<file path="src/l1_pkg.sv">
/*
 * Shared types and default sizes for the L1 data cache.
 * Imported by the request interface, the arbiter and the cache controller.
 */
`default_nettype none

package l1_pkg;

    // Default geometry, passed down as module parameters from the top level
    parameter int DEF_NUM_LSUS   = 4;
    parameter int DEF_ADDR_BITS  = 8;
    parameter int DEF_DATA_BITS  = 8;
    parameter int DEF_INDEX_BITS = 4;

    // Controller states
    typedef enum logic [2:0] {
        ST_IDLE,
        ST_CHECK,
        ST_WRITEBACK,
        ST_FILL_READ,
        ST_FILL_WRITE,
        ST_DONE
    } cache_state_e;

    // Request kind
    typedef enum logic {
        OP_READ,
        OP_WRITE
    } req_op_e;

endpackage

`default_nettype wire

</file>
<file path="src/cache_req_if.sv">
/*
 * Single granted request path from the LSU arbiter to the cache controller.
 * The arbiter presents the request, the controller pulses accept and done.
 */
`timescale 1ns/10ps
`default_nettype none

interface cache_req_if #(
    parameter int addr_bits = l1_pkg::DEF_ADDR_BITS,
    parameter int data_bits = l1_pkg::DEF_DATA_BITS
);
    import l1_pkg::*;

    logic                 req;
    req_op_e              op;
    logic [addr_bits-1:0] addr;
    logic [data_bits-1:0] wdata;

    // Completion side, driven by the controller
    logic                 accept;
    logic                 done;
    logic [data_bits-1:0] rdata;

    modport arb  (output req, op, addr, wdata, input accept, done, rdata);
    modport ctrl (input req, op, addr, wdata, output accept, done, rdata);

endinterface

`default_nettype wire

</file>
<file path="src/dcache_ctrl.sv">
/*
 * Direct-mapped cache controller with write-back hits and write-through misses.
 * Serves one request from the arbiter at a time and drives the memory side.
 */
`timescale 1ns/10ps
`default_nettype none

module dcache_ctrl #(
    parameter int addr_bits  = l1_pkg::DEF_ADDR_BITS,
    parameter int data_bits  = l1_pkg::DEF_DATA_BITS,
    parameter int index_bits = l1_pkg::DEF_INDEX_BITS
) (
    input  wire                  clk,
    input  wire                  reset,
    input  wire                  cache_flush,
    cache_req_if.ctrl            req,
    output logic                 mem_read_valid,
    output logic [addr_bits-1:0] mem_read_address,
    input  wire                  mem_read_ready,
    input  wire  [data_bits-1:0] mem_read_data,
    output logic                 mem_write_valid,
    output logic [addr_bits-1:0] mem_write_address,
    output logic [data_bits-1:0] mem_write_data,
    input  wire                  mem_write_ready
);
    import l1_pkg::*;

    localparam int tag_bits  = addr_bits - index_bits;
    localparam int num_lines = 1 << index_bits;

    // Line storage
    logic [data_bits-1:0] data_mem [num_lines];
    logic [tag_bits-1:0]  tag_mem  [num_lines];
    logic [num_lines-1:0] valid_bits;
    logic [num_lines-1:0] dirty_bits;

    cache_state_e state;
    cache_state_e next_state;

    // Captured request
    req_op_e              cur_op;
    logic [addr_bits-1:0] cur_addr;
    logic [data_bits-1:0] cur_wdata;
    logic [data_bits-1:0] rdata_q;

    logic [tag_bits-1:0]   addr_tag;
    logic [index_bits-1:0] addr_index;
    logic [tag_bits-1:0]   line_tag;
    logic [data_bits-1:0]  line_data;
    logic                  line_valid;
    logic                  line_dirty;
    logic                  hit;

    // Array write controls
    logic                 line_we;
    logic                 line_fill;
    logic [data_bits-1:0] line_wdata;

    assign addr_tag   = cur_addr[addr_bits-1:index_bits];
    assign addr_index = cur_addr[index_bits-1:0];
    assign line_tag   = tag_mem[addr_index];
    assign line_data  = data_mem[addr_index];
    assign line_valid = valid_bits[addr_index];
    assign line_dirty = dirty_bits[addr_index];
    assign hit        = line_valid && (line_tag == addr_tag);

    assign req.accept = (state == ST_IDLE) && req.req;
    assign req.done   = (state == ST_DONE);
    assign req.rdata  = rdata_q;

    always_ff @(posedge clk) begin
        if (reset) begin
            state <= ST_IDLE;
        end else begin
            state <= next_state;
        end
    end

    always_comb begin
        next_state = state;
        case (state)
            ST_IDLE: begin
                if (req.req) begin
                    next_state = ST_CHECK;
                end
            end
            ST_CHECK: begin
                if (hit) begin
                    next_state = ST_DONE;
                end else if (line_valid && line_dirty) begin
                    next_state = ST_WRITEBACK;
                end else if (cur_op == OP_READ) begin
                    next_state = ST_FILL_READ;
                end else begin
                    next_state = ST_FILL_WRITE;
                end
            end
            ST_WRITEBACK: begin
                if (mem_write_ready) begin
                    next_state = (cur_op == OP_READ) ? ST_FILL_READ : ST_FILL_WRITE;
                end
            end
            ST_FILL_READ: begin
                if (mem_read_ready) begin
                    next_state = ST_DONE;
                end
            end
            ST_FILL_WRITE: begin
                if (mem_write_ready) begin
                    next_state = ST_DONE;
                end
            end
            ST_DONE: begin
                next_state = ST_IDLE;
            end
            default: begin
                next_state = ST_IDLE;
            end
        endcase
    end

    // Request is latched on the accept edge
    always_ff @(posedge clk) begin
        if (req.accept) begin
            cur_op    <= req.op;
            cur_addr  <= req.addr;
            cur_wdata <= req.wdata;
        end
    end

    // Write hits and both kinds of fill update the line
    always_comb begin
        line_we    = 1'b0;
        line_fill  = 1'b0;
        line_wdata = cur_wdata;
        case (state)
            ST_CHECK: begin
                line_we = hit && (cur_op == OP_WRITE);
            end
            ST_FILL_READ: begin
                line_we    = mem_read_ready;
                line_fill  = mem_read_ready;
                line_wdata = mem_read_data;
            end
            ST_FILL_WRITE: begin
                line_we   = mem_write_ready;
                line_fill = mem_write_ready;
            end
            default: begin
                line_we = 1'b0;
            end
        endcase
    end

    always_ff @(posedge clk) begin
        if (line_we) begin
            data_mem[addr_index] <= line_wdata;
        end
        if (line_fill) begin
            tag_mem[addr_index] <= addr_tag;
        end
    end

    // Flush drops every line, dirty or not
    always_ff @(posedge clk) begin
        if (reset || cache_flush) begin
            valid_bits <= '0;
            dirty_bits <= '0;
        end else if (line_we) begin
            valid_bits[addr_index] <= 1'b1;
            dirty_bits[addr_index] <= !line_fill;
        end
    end

    // Read result, returned with done
    always_ff @(posedge clk) begin
        if (state == ST_CHECK && hit && cur_op == OP_READ) begin
            rdata_q <= line_data;
        end else if (state == ST_FILL_READ && mem_read_ready) begin
            rdata_q <= mem_read_data;
        end
    end

    // Memory strobes follow the state directly
    assign mem_read_valid   = (state == ST_FILL_READ);
    assign mem_read_address = cur_addr;
    assign mem_write_valid  = (state == ST_WRITEBACK) || (state == ST_FILL_WRITE);

    // Victim address rebuilt from the stored tag
    always_comb begin
        if (state == ST_WRITEBACK) begin
            mem_write_address = {line_tag, addr_index};
            mem_write_data    = line_data;
        end else begin
            mem_write_address = cur_addr;
            mem_write_data    = cur_wdata;
        end
    end

endmodule

`default_nettype wire

</file>
<file path="src/flat_wrapper.sv">
// flat-port wrapper written by rule: the top's interface ports become plain ports
module dcache_ctrl_flat import l1_pkg::*;
#(
    parameter int addr_bits  = l1_pkg::DEF_ADDR_BITS,
    parameter int data_bits  = l1_pkg::DEF_DATA_BITS,
    parameter int index_bits = l1_pkg::DEF_INDEX_BITS
)
  (clk, reset, cache_flush, mem_read_valid, mem_read_address, mem_read_ready, mem_read_data, mem_write_valid, mem_write_address, mem_write_data, mem_write_ready, req_req, req_op, req_addr, req_wdata, req_accept, req_done, req_rdata);
  cache_req_if #(.addr_bits(addr_bits), .data_bits(data_bits)) req_i ();
  input  wire clk;
  input  wire reset;
  input  wire cache_flush;
  output logic mem_read_valid;
  output logic [addr_bits-1:0] mem_read_address;
  input  wire mem_read_ready;
  input  wire  [data_bits-1:0] mem_read_data;
  output logic mem_write_valid;
  output logic [addr_bits-1:0] mem_write_address;
  output logic [data_bits-1:0] mem_write_data;
  input  wire mem_write_ready;
  input wire logic [$bits(req_i.req)-1:0] req_req;
  input wire logic [$bits(req_i.op)-1:0] req_op;
  input wire logic [$bits(req_i.addr)-1:0] req_addr;
  input wire logic [$bits(req_i.wdata)-1:0] req_wdata;
  output wire logic [$bits(req_i.accept)-1:0] req_accept;
  output wire logic [$bits(req_i.done)-1:0] req_done;
  output wire logic [$bits(req_i.rdata)-1:0] req_rdata;
  assign req_i.req = req_req;
  assign req_i.op = req_op;
  assign req_i.addr = req_addr;
  assign req_i.wdata = req_wdata;
  assign req_accept = req_i.accept;
  assign req_done = req_i.done;
  assign req_rdata = req_i.rdata;
  dcache_ctrl #(.addr_bits(addr_bits), .data_bits(data_bits), .index_bits(index_bits)) u_core (.clk(clk), .reset(reset), .cache_flush(cache_flush), .req(req_i), .mem_read_valid(mem_read_valid), .mem_read_address(mem_read_address), .mem_read_ready(mem_read_ready), .mem_read_data(mem_read_data), .mem_write_valid(mem_write_valid), .mem_write_address(mem_write_address), .mem_write_data(mem_write_data), .mem_write_ready(mem_write_ready));
endmodule
</file>
<file path="config.mk">
export PLATFORM = sky130hd
export DESIGN_NAME = dcache_ctrl_flat
export DESIGN_NICKNAME = d
export VERILOG_FILES = /design/src/l1_pkg.sv /design/src/cache_req_if.sv /design/src/dcache_ctrl.sv /design/src/flat_wrapper.sv
export SDC_FILE = /design/constraint.sdc
export NUM_CORES = 1
export LEC_CHECK = 0
export BUFFER_PORTS_ARGS = -buffer_cell sky130_fd_sc_hd__buf_4
export CAP_MARGIN = 20
export CORE_MARGIN = 8
export CORE_UTILIZATION = 40
export CTS_CLUSTER_SIZE = 10
export DETAILED_ROUTE_END_ITERATION = 10
export PLACE_DENSITY = 0.58
export SLEW_MARGIN = 0
export SYNTH_ARGS = -nofsm -noshare
export SYNTH_HDL_FRONTEND = slang
export SYNTH_SLANG_ARGS = --single-unit
export TNS_END_PERCENT = 1
</file>
<file path="constraint.sdc">
create_clock -name clk -period 9.1 [get_ports clk]
set_input_delay 1.82 -clock clk [delete_from_list [all_inputs] [get_ports clk]]
set_output_delay 1.82 -clock clk [all_outputs]
set_load 0.005 [all_outputs]
</file>
==> impl_metrics.yaml, run 1 <==
cells_and_area:
  fin_nets: 694
  area_growth_pct: 15.18
  drive_above_1_share_pct: 34.07
  final.fill_count: 2219
  insertedDiodeCount: 0
  stdcell_area_um2: 12360
sta:
  setup_tns_ns: 0
  fin_crit_sh_pct: 54.82
  clock.fmax_mhz: 200.4
  slew_headroom_pct: 35.41
  hold_violations: 0
  skew_ns: 0.01465
  slew_viol_final: 0
  post-route-min-period_ns: 4.989
  finalSetupViolCount: 0
  worst_pin_slew_ns: 0.9614
  rsz0062_at_grt: "no"
hold_path:
  hp-class: "reg2reg"
  min_from: "u_core.valid_bits[10]"
power_and_ir_drop:
  p_seq_share_pct: 45.1
  power_density_nw_per_um2: 257.9
  pwr-share-comb_pct: 22.2
  cellLeakagePower_uw: 0.004003
  total_power_uw: 3188
  p_sw_uw: 871.3
  vdd_drop_max_v: 0.0001551
  swShare_pct: 27.33
  p_int_uw: 2317
  clockPowerShare_pct: 32.8
clock_tree:
  htreeDepth: 1
  cts-root-buf: "clkbuf_16"
  cts_sinks: 256
  postCtsSetupBuffers: 0
  clk_latency_ns: 0.54
  cts_tree: "built"
  cts_hold_buf: 0
  path_clk_slew_ns: 0.05
  cts_buffer_depth: 3
  numCtsBuffers: 30
  ctsResizeCount: 0
grt:
  grt_first_pass_wirelength_um: 35810
  grt_pass1_vias: 5753
  grt_util_met3_pct: 2.036
  grt.busiest_layer: "met2"
  grt_max_degree: 52
  grt_usage_pct: 14.03
  overflow: 0
  use_met1_pct: 20.89
  antenna_found_initial: 0
  grtUsageMet2_pct: 21.09
setup_path:
  worstSetupEndpointType: "output pin"
  critPathSlowestCell: "mux4_2"
  critPathMaxStageDelay_ns: 0.63
  worstSetupPathType: "reg2out"
  path_buf_inv: 2
  critPathTopFamily: "multiplexers"
  cp-start-kind: "flip-flop"
  worstPathCellList: "buf_4 > mux4_2 > mux4_2 > mux2_2 > buf_4"
  critPathMaxFanout: 32
  critical_path_arrival_ns: 3.17
  crit_required_ns: 7.28
routing:
  num_vias: 5740
  wl_per_cell_um: 23.02
  vias_per_cell: 5.633
  post-route-drc-count: 0
  dr.pass1.iters: 4
  drt_iter0_drc: 418
  ant_nets: 0
  routed_wl_um: 23460
synthesis:
  yosys_warnings: 0
  postSynthAreaPerCell_um2: 17.97
  synth_seq_cells: 256
  synth_edf_count: 217
  synthArstFlopShare_pct: 0
  syn_nets: 628
  synth_top_cell_area_share_pct: 60.73
  ys_top_cells_by_area: "edfxtp_1, mux4_2, dfxtp_1, mux2_2, mux2i_1"
  synth.distinct_cells: 53
  synth_flop_cell: "edfxtp_1"
  synthCells: 597
  syn_area_um2: 10730
  synth.largest_area_cell: "edfxtp_1"
  synth_seq_area_share_pct: 68.00
die:
  coreArea_um2: 26650
  initial_utilization_pct: 40.26
  die_w_um: 179.8
  io_pins: 67
  die_h_um: 179.8
  dieArea_um2: 32320
  rows: 60
placed_design:
  place_congestion: 0.8058
  post_dp_cell_area_um2: 11510
  port_buffers: 66
  dp_hpwl_um: 15670
flow_run:
  cap_violations: 0
status:
  status: "complete, no violations"
-- cell type report --
class                      instances  area (um^2)  area share [%]
timing repair buffer              80        598.1           4.839
inverter                           2        7.507         0.06074
clock inverter                     3        16.27          0.1316
sequential                       256         7300           59.06
tap                              341        426.7           3.452
multi-input combinational        293         3187           25.78
clock buffer                      44        824.5           6.671
-- worst reg2reg max path: stages (launching register included) --
cell and delay (ns):
dfxtp_2 0.31, buf_4 0.63, mux4_2 0.69, nor3b_1 0.21, nor4_1 0.11, a21boi_2 0.38, nand4_4 0.35, a211oi_2 0.91
-- metrics by stage --
stage | setup slack [ns] | util [%] | hold WS [ns] | std cells
after floorplan | 3.602 | - | 0.4144 | 597
after global placement | 4.514 | 43.20 | 0.4231 | 971
after detailed placement | 4.476 | 43.20 | 0.4484 | 971
after CTS | 4.051 | 46.36 | 0.4611 | 1018
after global routing | 3.950 | 46.38 | 0.4788 | 1019
final | 4.111 | 46.38 | 0.4543 | 1019
-- registers in the layout (all words and copies together) (netlist names), 3 cells and up, named ones only --
register	count
u_core.req.rdata	8
u_core.cur_wdata	8
u_core.dirty_bits	16
u_core.mem_read_address	8
u_core.state	3
u_core.valid_bits	16
u_core.tag_mem	64
u_core.data_mem	128
-- cell usage in the layout, fill, tap and decap left out, drive strengths merged, types with 3 or more instances in the layout --
| master | instances |
|---|---|
| a211oi | 13 |
| a21oi | 7 |
| a22o | 3 |
| a22oi | 3 |
| and2 | 4 |
| and3 | 3 |
| buf | 80 |
| clkbuf | 44 |
| dfxtp | 39 |
| edfxtp | 217 |
| inv | 3 |
| mux2 | 32 |
| mux2i | 12 |
| mux4 | 64 |
| nand2 | 22 |
| nand2b | 9 |
| nand3 | 4 |
| nand4 | 3 |
| nor2 | 21 |
| nor2b | 11 |
| nor3 | 9 |
| nor3b | 4 |
| o211ai | 7 |
| o21a | 13 |
| o21ai | 10 |
| o311ai | 4 |
| o31ai | 8 |
| o41ai | 4 |
| or3 | 4 |
-- cell usage after synthesis, types with 3 or more instances --
master    number
edfxtp_1     217
mux4_2        64
dfxtp_1       39
mux2_2        31
clkbuf_1      25
nand2_1       21
nor2_1        21
o21a_1        13
mux2i_1       12
nor2b_1       11
nand2b_1       9
nor3_1         9
o21ai_0        9
a211oi_1       7
a21oi_1        7
buf_2          7
o211ai_1       7
a211oi_2       6
buf_6          5
o31ai_1        5
and2_1         4
buf_1          4
buf_4          4
nand3_1        4
nor3b_1        4
o311ai_0       4
o41ai_1        4
or3_1          4
a22o_1         3
a22oi_1        3
and3_1         3
nand4_4        3
o31ai_2        3
-- power groups by stage --
| stage | clock network (uW) | logic [uW] | registers [uW] |
|---|---|---|---|
| floorplan | 0 | 540 | 1420 |
| detailed placement | 0 | 713 | 1460 |
| global route | 1110 | 762 | 1450 |
| finish | 1040 | 706 | 1440 |
| global placement | 0 | 700 | 1460 |
| CTS | 1070 | 716 | 1440 |
-- path summary, 6_finish.rpt --
kind	endpoint	slack [ns]	cells past startpoint
worst min-delay path	u_core.valid_bits[10]	0.45	2
worst max register to register	u_core.data_mem[15][1]	5.12	7
worst max-delay path	mem_write_data[4]	4.11	5
worst min register to register	u_core.valid_bits[10]	0.45	2
-- layer usage --
| metal | up-vias | part of all wire (%) | wire [um] |
|---|---|---|---|
| li1 | 2560 | - | - |
| met2 | 165 | 45 | 10520 |
| met1 | 2982 | 48 | 11310 |
| met3 | 33 | 5.3 | 1251 |
| met4 | 0 | 1.6 | 379 |
| met5 | - | 0 | 0 |
-- cells by family (layout without fill, tap and decap cells) --
group,after synthesis,after routing,share of synthesized area (%)
XOR/XNOR,2,2,0.3382
buffers and inverters,48,129,2.402
multiplexers,108,108,17.91
AND/OR/NAND/NOR,100,100,5.282
AO/OA/AOI/OAI,83,83,6.063
flip-flops,256,256,68.00
Note: power is estimated with default switching activity, not from simulation.
==> run 2: changes to the inputs <==
- ABC_AREA: unset -> 1
- PLACE_DENSITY: 0.58 -> 0.6
- clock period: 9.1 -> 4.4 ns (I/O delays scaled with it)
==> impl_metrics.yaml, run 2 <==
grt:
  grt_util_met3_pct: 2.585
  grtUsageMet2_pct: 27.32
  grt_max_degree: 97
  use_met1_pct: 23.06
  grt_first_pass_wirelength_um: 43840
  grt_usage_pct: 16.93
  antenna_found_initial: 0
  grt.busiest_layer: "met2"
  overflow: 0
  grt_pass1_vias: 7560
cells_and_area:
  fin_nets: 1147
  top_regs: "u_core.data_mem: 128 flops, u_core.tag_mem: 64 flops"
  drive_above_1_share_pct: 13.72
  largest_register: "u_core.data_mem"
  final_cell_mix: "edfxtp_1, nand2_1, inv_1, nor2_1, o21ai_0"
  area_growth_pct: 14.60
  largest_reg_flops: 128
  final_common_cell: "edfxtp_1"
  insertedDiodeCount: 0
clock_tree:
  cts_buffer_depth: 3
  cts_sinks: 256
  cts-root-buf: "clkbuf_16"
  postCtsSetupBuffers: 0
  clk_latency_ns: 0.54
  ctsResizeCount: 0
  cts_tree: "built"
  cts_hold_buf: 0
  numCtsBuffers: 29
  path_clk_slew_ns: 0.06
  htreeDepth: 1
die:
  initial_utilization_pct: 40.19
  die_w_um: 182.2
  coreArea_um2: 27480
  dieArea_um2: 33180
  die_h_um: 182.2
  io_pins: 67
  rows: 61
placed_design:
  port_buffers: 66
  place_congestion: 0.9114
  dp_hpwl_um: 18830
synthesis:
  syn_nets: 1083
  synth_top_cell_area_share_pct: 59.01
  synth_seq_cells: 256
  synth.distinct_cells: 31
  synth_flop_cell: "edfxtp_1"
  ys_top_cells_by_area: "edfxtp_1, dfxtp_1, nand2_1, o21ai_0, inv_1"
  yosys_warnings: 0
  synthTopCellsByCount: "edfxtp_1, nand2_1, inv_1"
  postSynthAreaPerCell_um2: 10.50
  synth.largest_area_cell: "edfxtp_1"
  synth_edf_count: 217
  syn_area_um2: 11040
  synthMostInstantiatedCell: "edfxtp_1"
  synthCells: 1052
  synthArstFlopShare_pct: 0
  synth_seq_area_share_pct: 66.08
power_and_ir_drop:
  vdd_drop_max_v: 0.0004724
  cellLeakagePower_uw: 0.004852
  total_power_uw: 7320
  power_density_nw_per_um2: 578.4
sta:
  setup_tns_ns: 0
  hold_violations: 0
  fin_crit_sh_pct: 89.94
  slew_headroom_pct: 35.80
  skew_ns: 0.02858
  finalSetupViolCount: 0
  clock.fmax_mhz: 252.7
  post-route-min-period_ns: 3.958
  worst_pin_slew_ns: 0.9566
  rsz0062_at_grt: "no"
  hold_ws_ns: 0.4569
  slew_viol_final: 0
routing:
  dr.pass1.iters: 5
  drt_iter0_drc: 727
  num_vias: 7696
  ant_nets: 0
  post-route-drc-count: 0
  wl_per_cell_um: 19.29
  vias_per_cell: 5.189
  routed_wl_um: 28610
setup_path:
  ff2ff_path_depth: 14
  r2r_slack_ns: 1.15
  reg2reg_from: "u_core.mem_read_address[0]"
  worstSetupEndpointType: "output pin"
  critPathMaxFanout: 64
  worstSetupPathType: "reg2out"
  worst_r2r_endpoint: "u_core.data_mem[6][5]"
  cp-start-kind: "flip-flop"
  crit_required_ns: 3.52
  critical_path_arrival_ns: 3.08
hold_path:
  hp-class: "reg2reg"
  whs_path_depth: 2
  min_to: "u_core.valid_bits[1]"
  min_from: "u_core.valid_bits[1]"
flow_run:
  cap_violations: 0
status:
  status: "complete, no violations"
run 2: logic make-up after synthesis:
| kind of cell | after synthesis | synth area share (%) |
|---|---|---|
| mux | 1 | 0.1020 |
| compound gates | 209 | 11.38 |
| buf+inv | 191 | 7.387 |
| simple gates | 395 | 15.06 |
| flops | 256 | 66.08 |
run 2: metal layers:
layer	up-vias	wire, um
met5	-	0
met2	272	13270
met3	50	1788
met1	3678	12820
met4	0	728
li1	3696	-
run 2: per-stage QoR:
step	cells	area (um^2)	utilization [%]	setup WS, ns
final	1483	12660	46.06	0.4424
after global placement	1428	11810	42.97	1.063
after global routing	1483	12660	46.06	0.2533
after detailed placement	1430	11830	43.04	1.003
after floorplan	1052	11040	-	1.821
after CTS	1482	12650	46.03	0.4240
run 2: critical path, stage by stage (launching register included):
cell	delay (ns)
dfxtp_2	0.36
buf_4	0.35
buf_4	0.60
o21ai_0	0.23
o22ai_1	0.31
o211ai_1	0.21
nand2_1	0.16
nand2_1	0.06
nand2_1	0.09
buf_4	0.11
run 2: report_power, final:
group          internal, uW  leakage (uW)  switching (uW)  total (uW)
clock network          1240      0.000391             891        2130
registers              2870       0.00228             121        3000
logic                   640       0.00219            1550        2190
run 2: area by class of cell:
type | count | area, um^2
Timing Repair Buffer | 86 | 649.4
Tap cell | 346 | 432.9
Clock buffer | 52 | 822.0
Fill cell | 2567 | 14820
Multi-Input combinational cell | 605 | 2930
Sequential cell | 256 | 7298
Inverter | 138 | 523.0
run 2: worst max-delay path by stage:
| stage | startpoint | endpoint | cells past startpoint |
|---|---|---|---|
| after floorplan | u_core.mem_read_address[0] | u_core.req.rdata[0] | 13 |
| after CTS | flip-flop | mem_write_data[3] | 9 |
| after global placement | flip-flop | mem_write_data[3] | 9 |
| final | flip-flop | mem_write_data[3] | 9 |
| after detailed placement | flip-flop | mem_write_data[3] | 9 |
| after global routing | flip-flop | mem_write_data[3] | 9 |
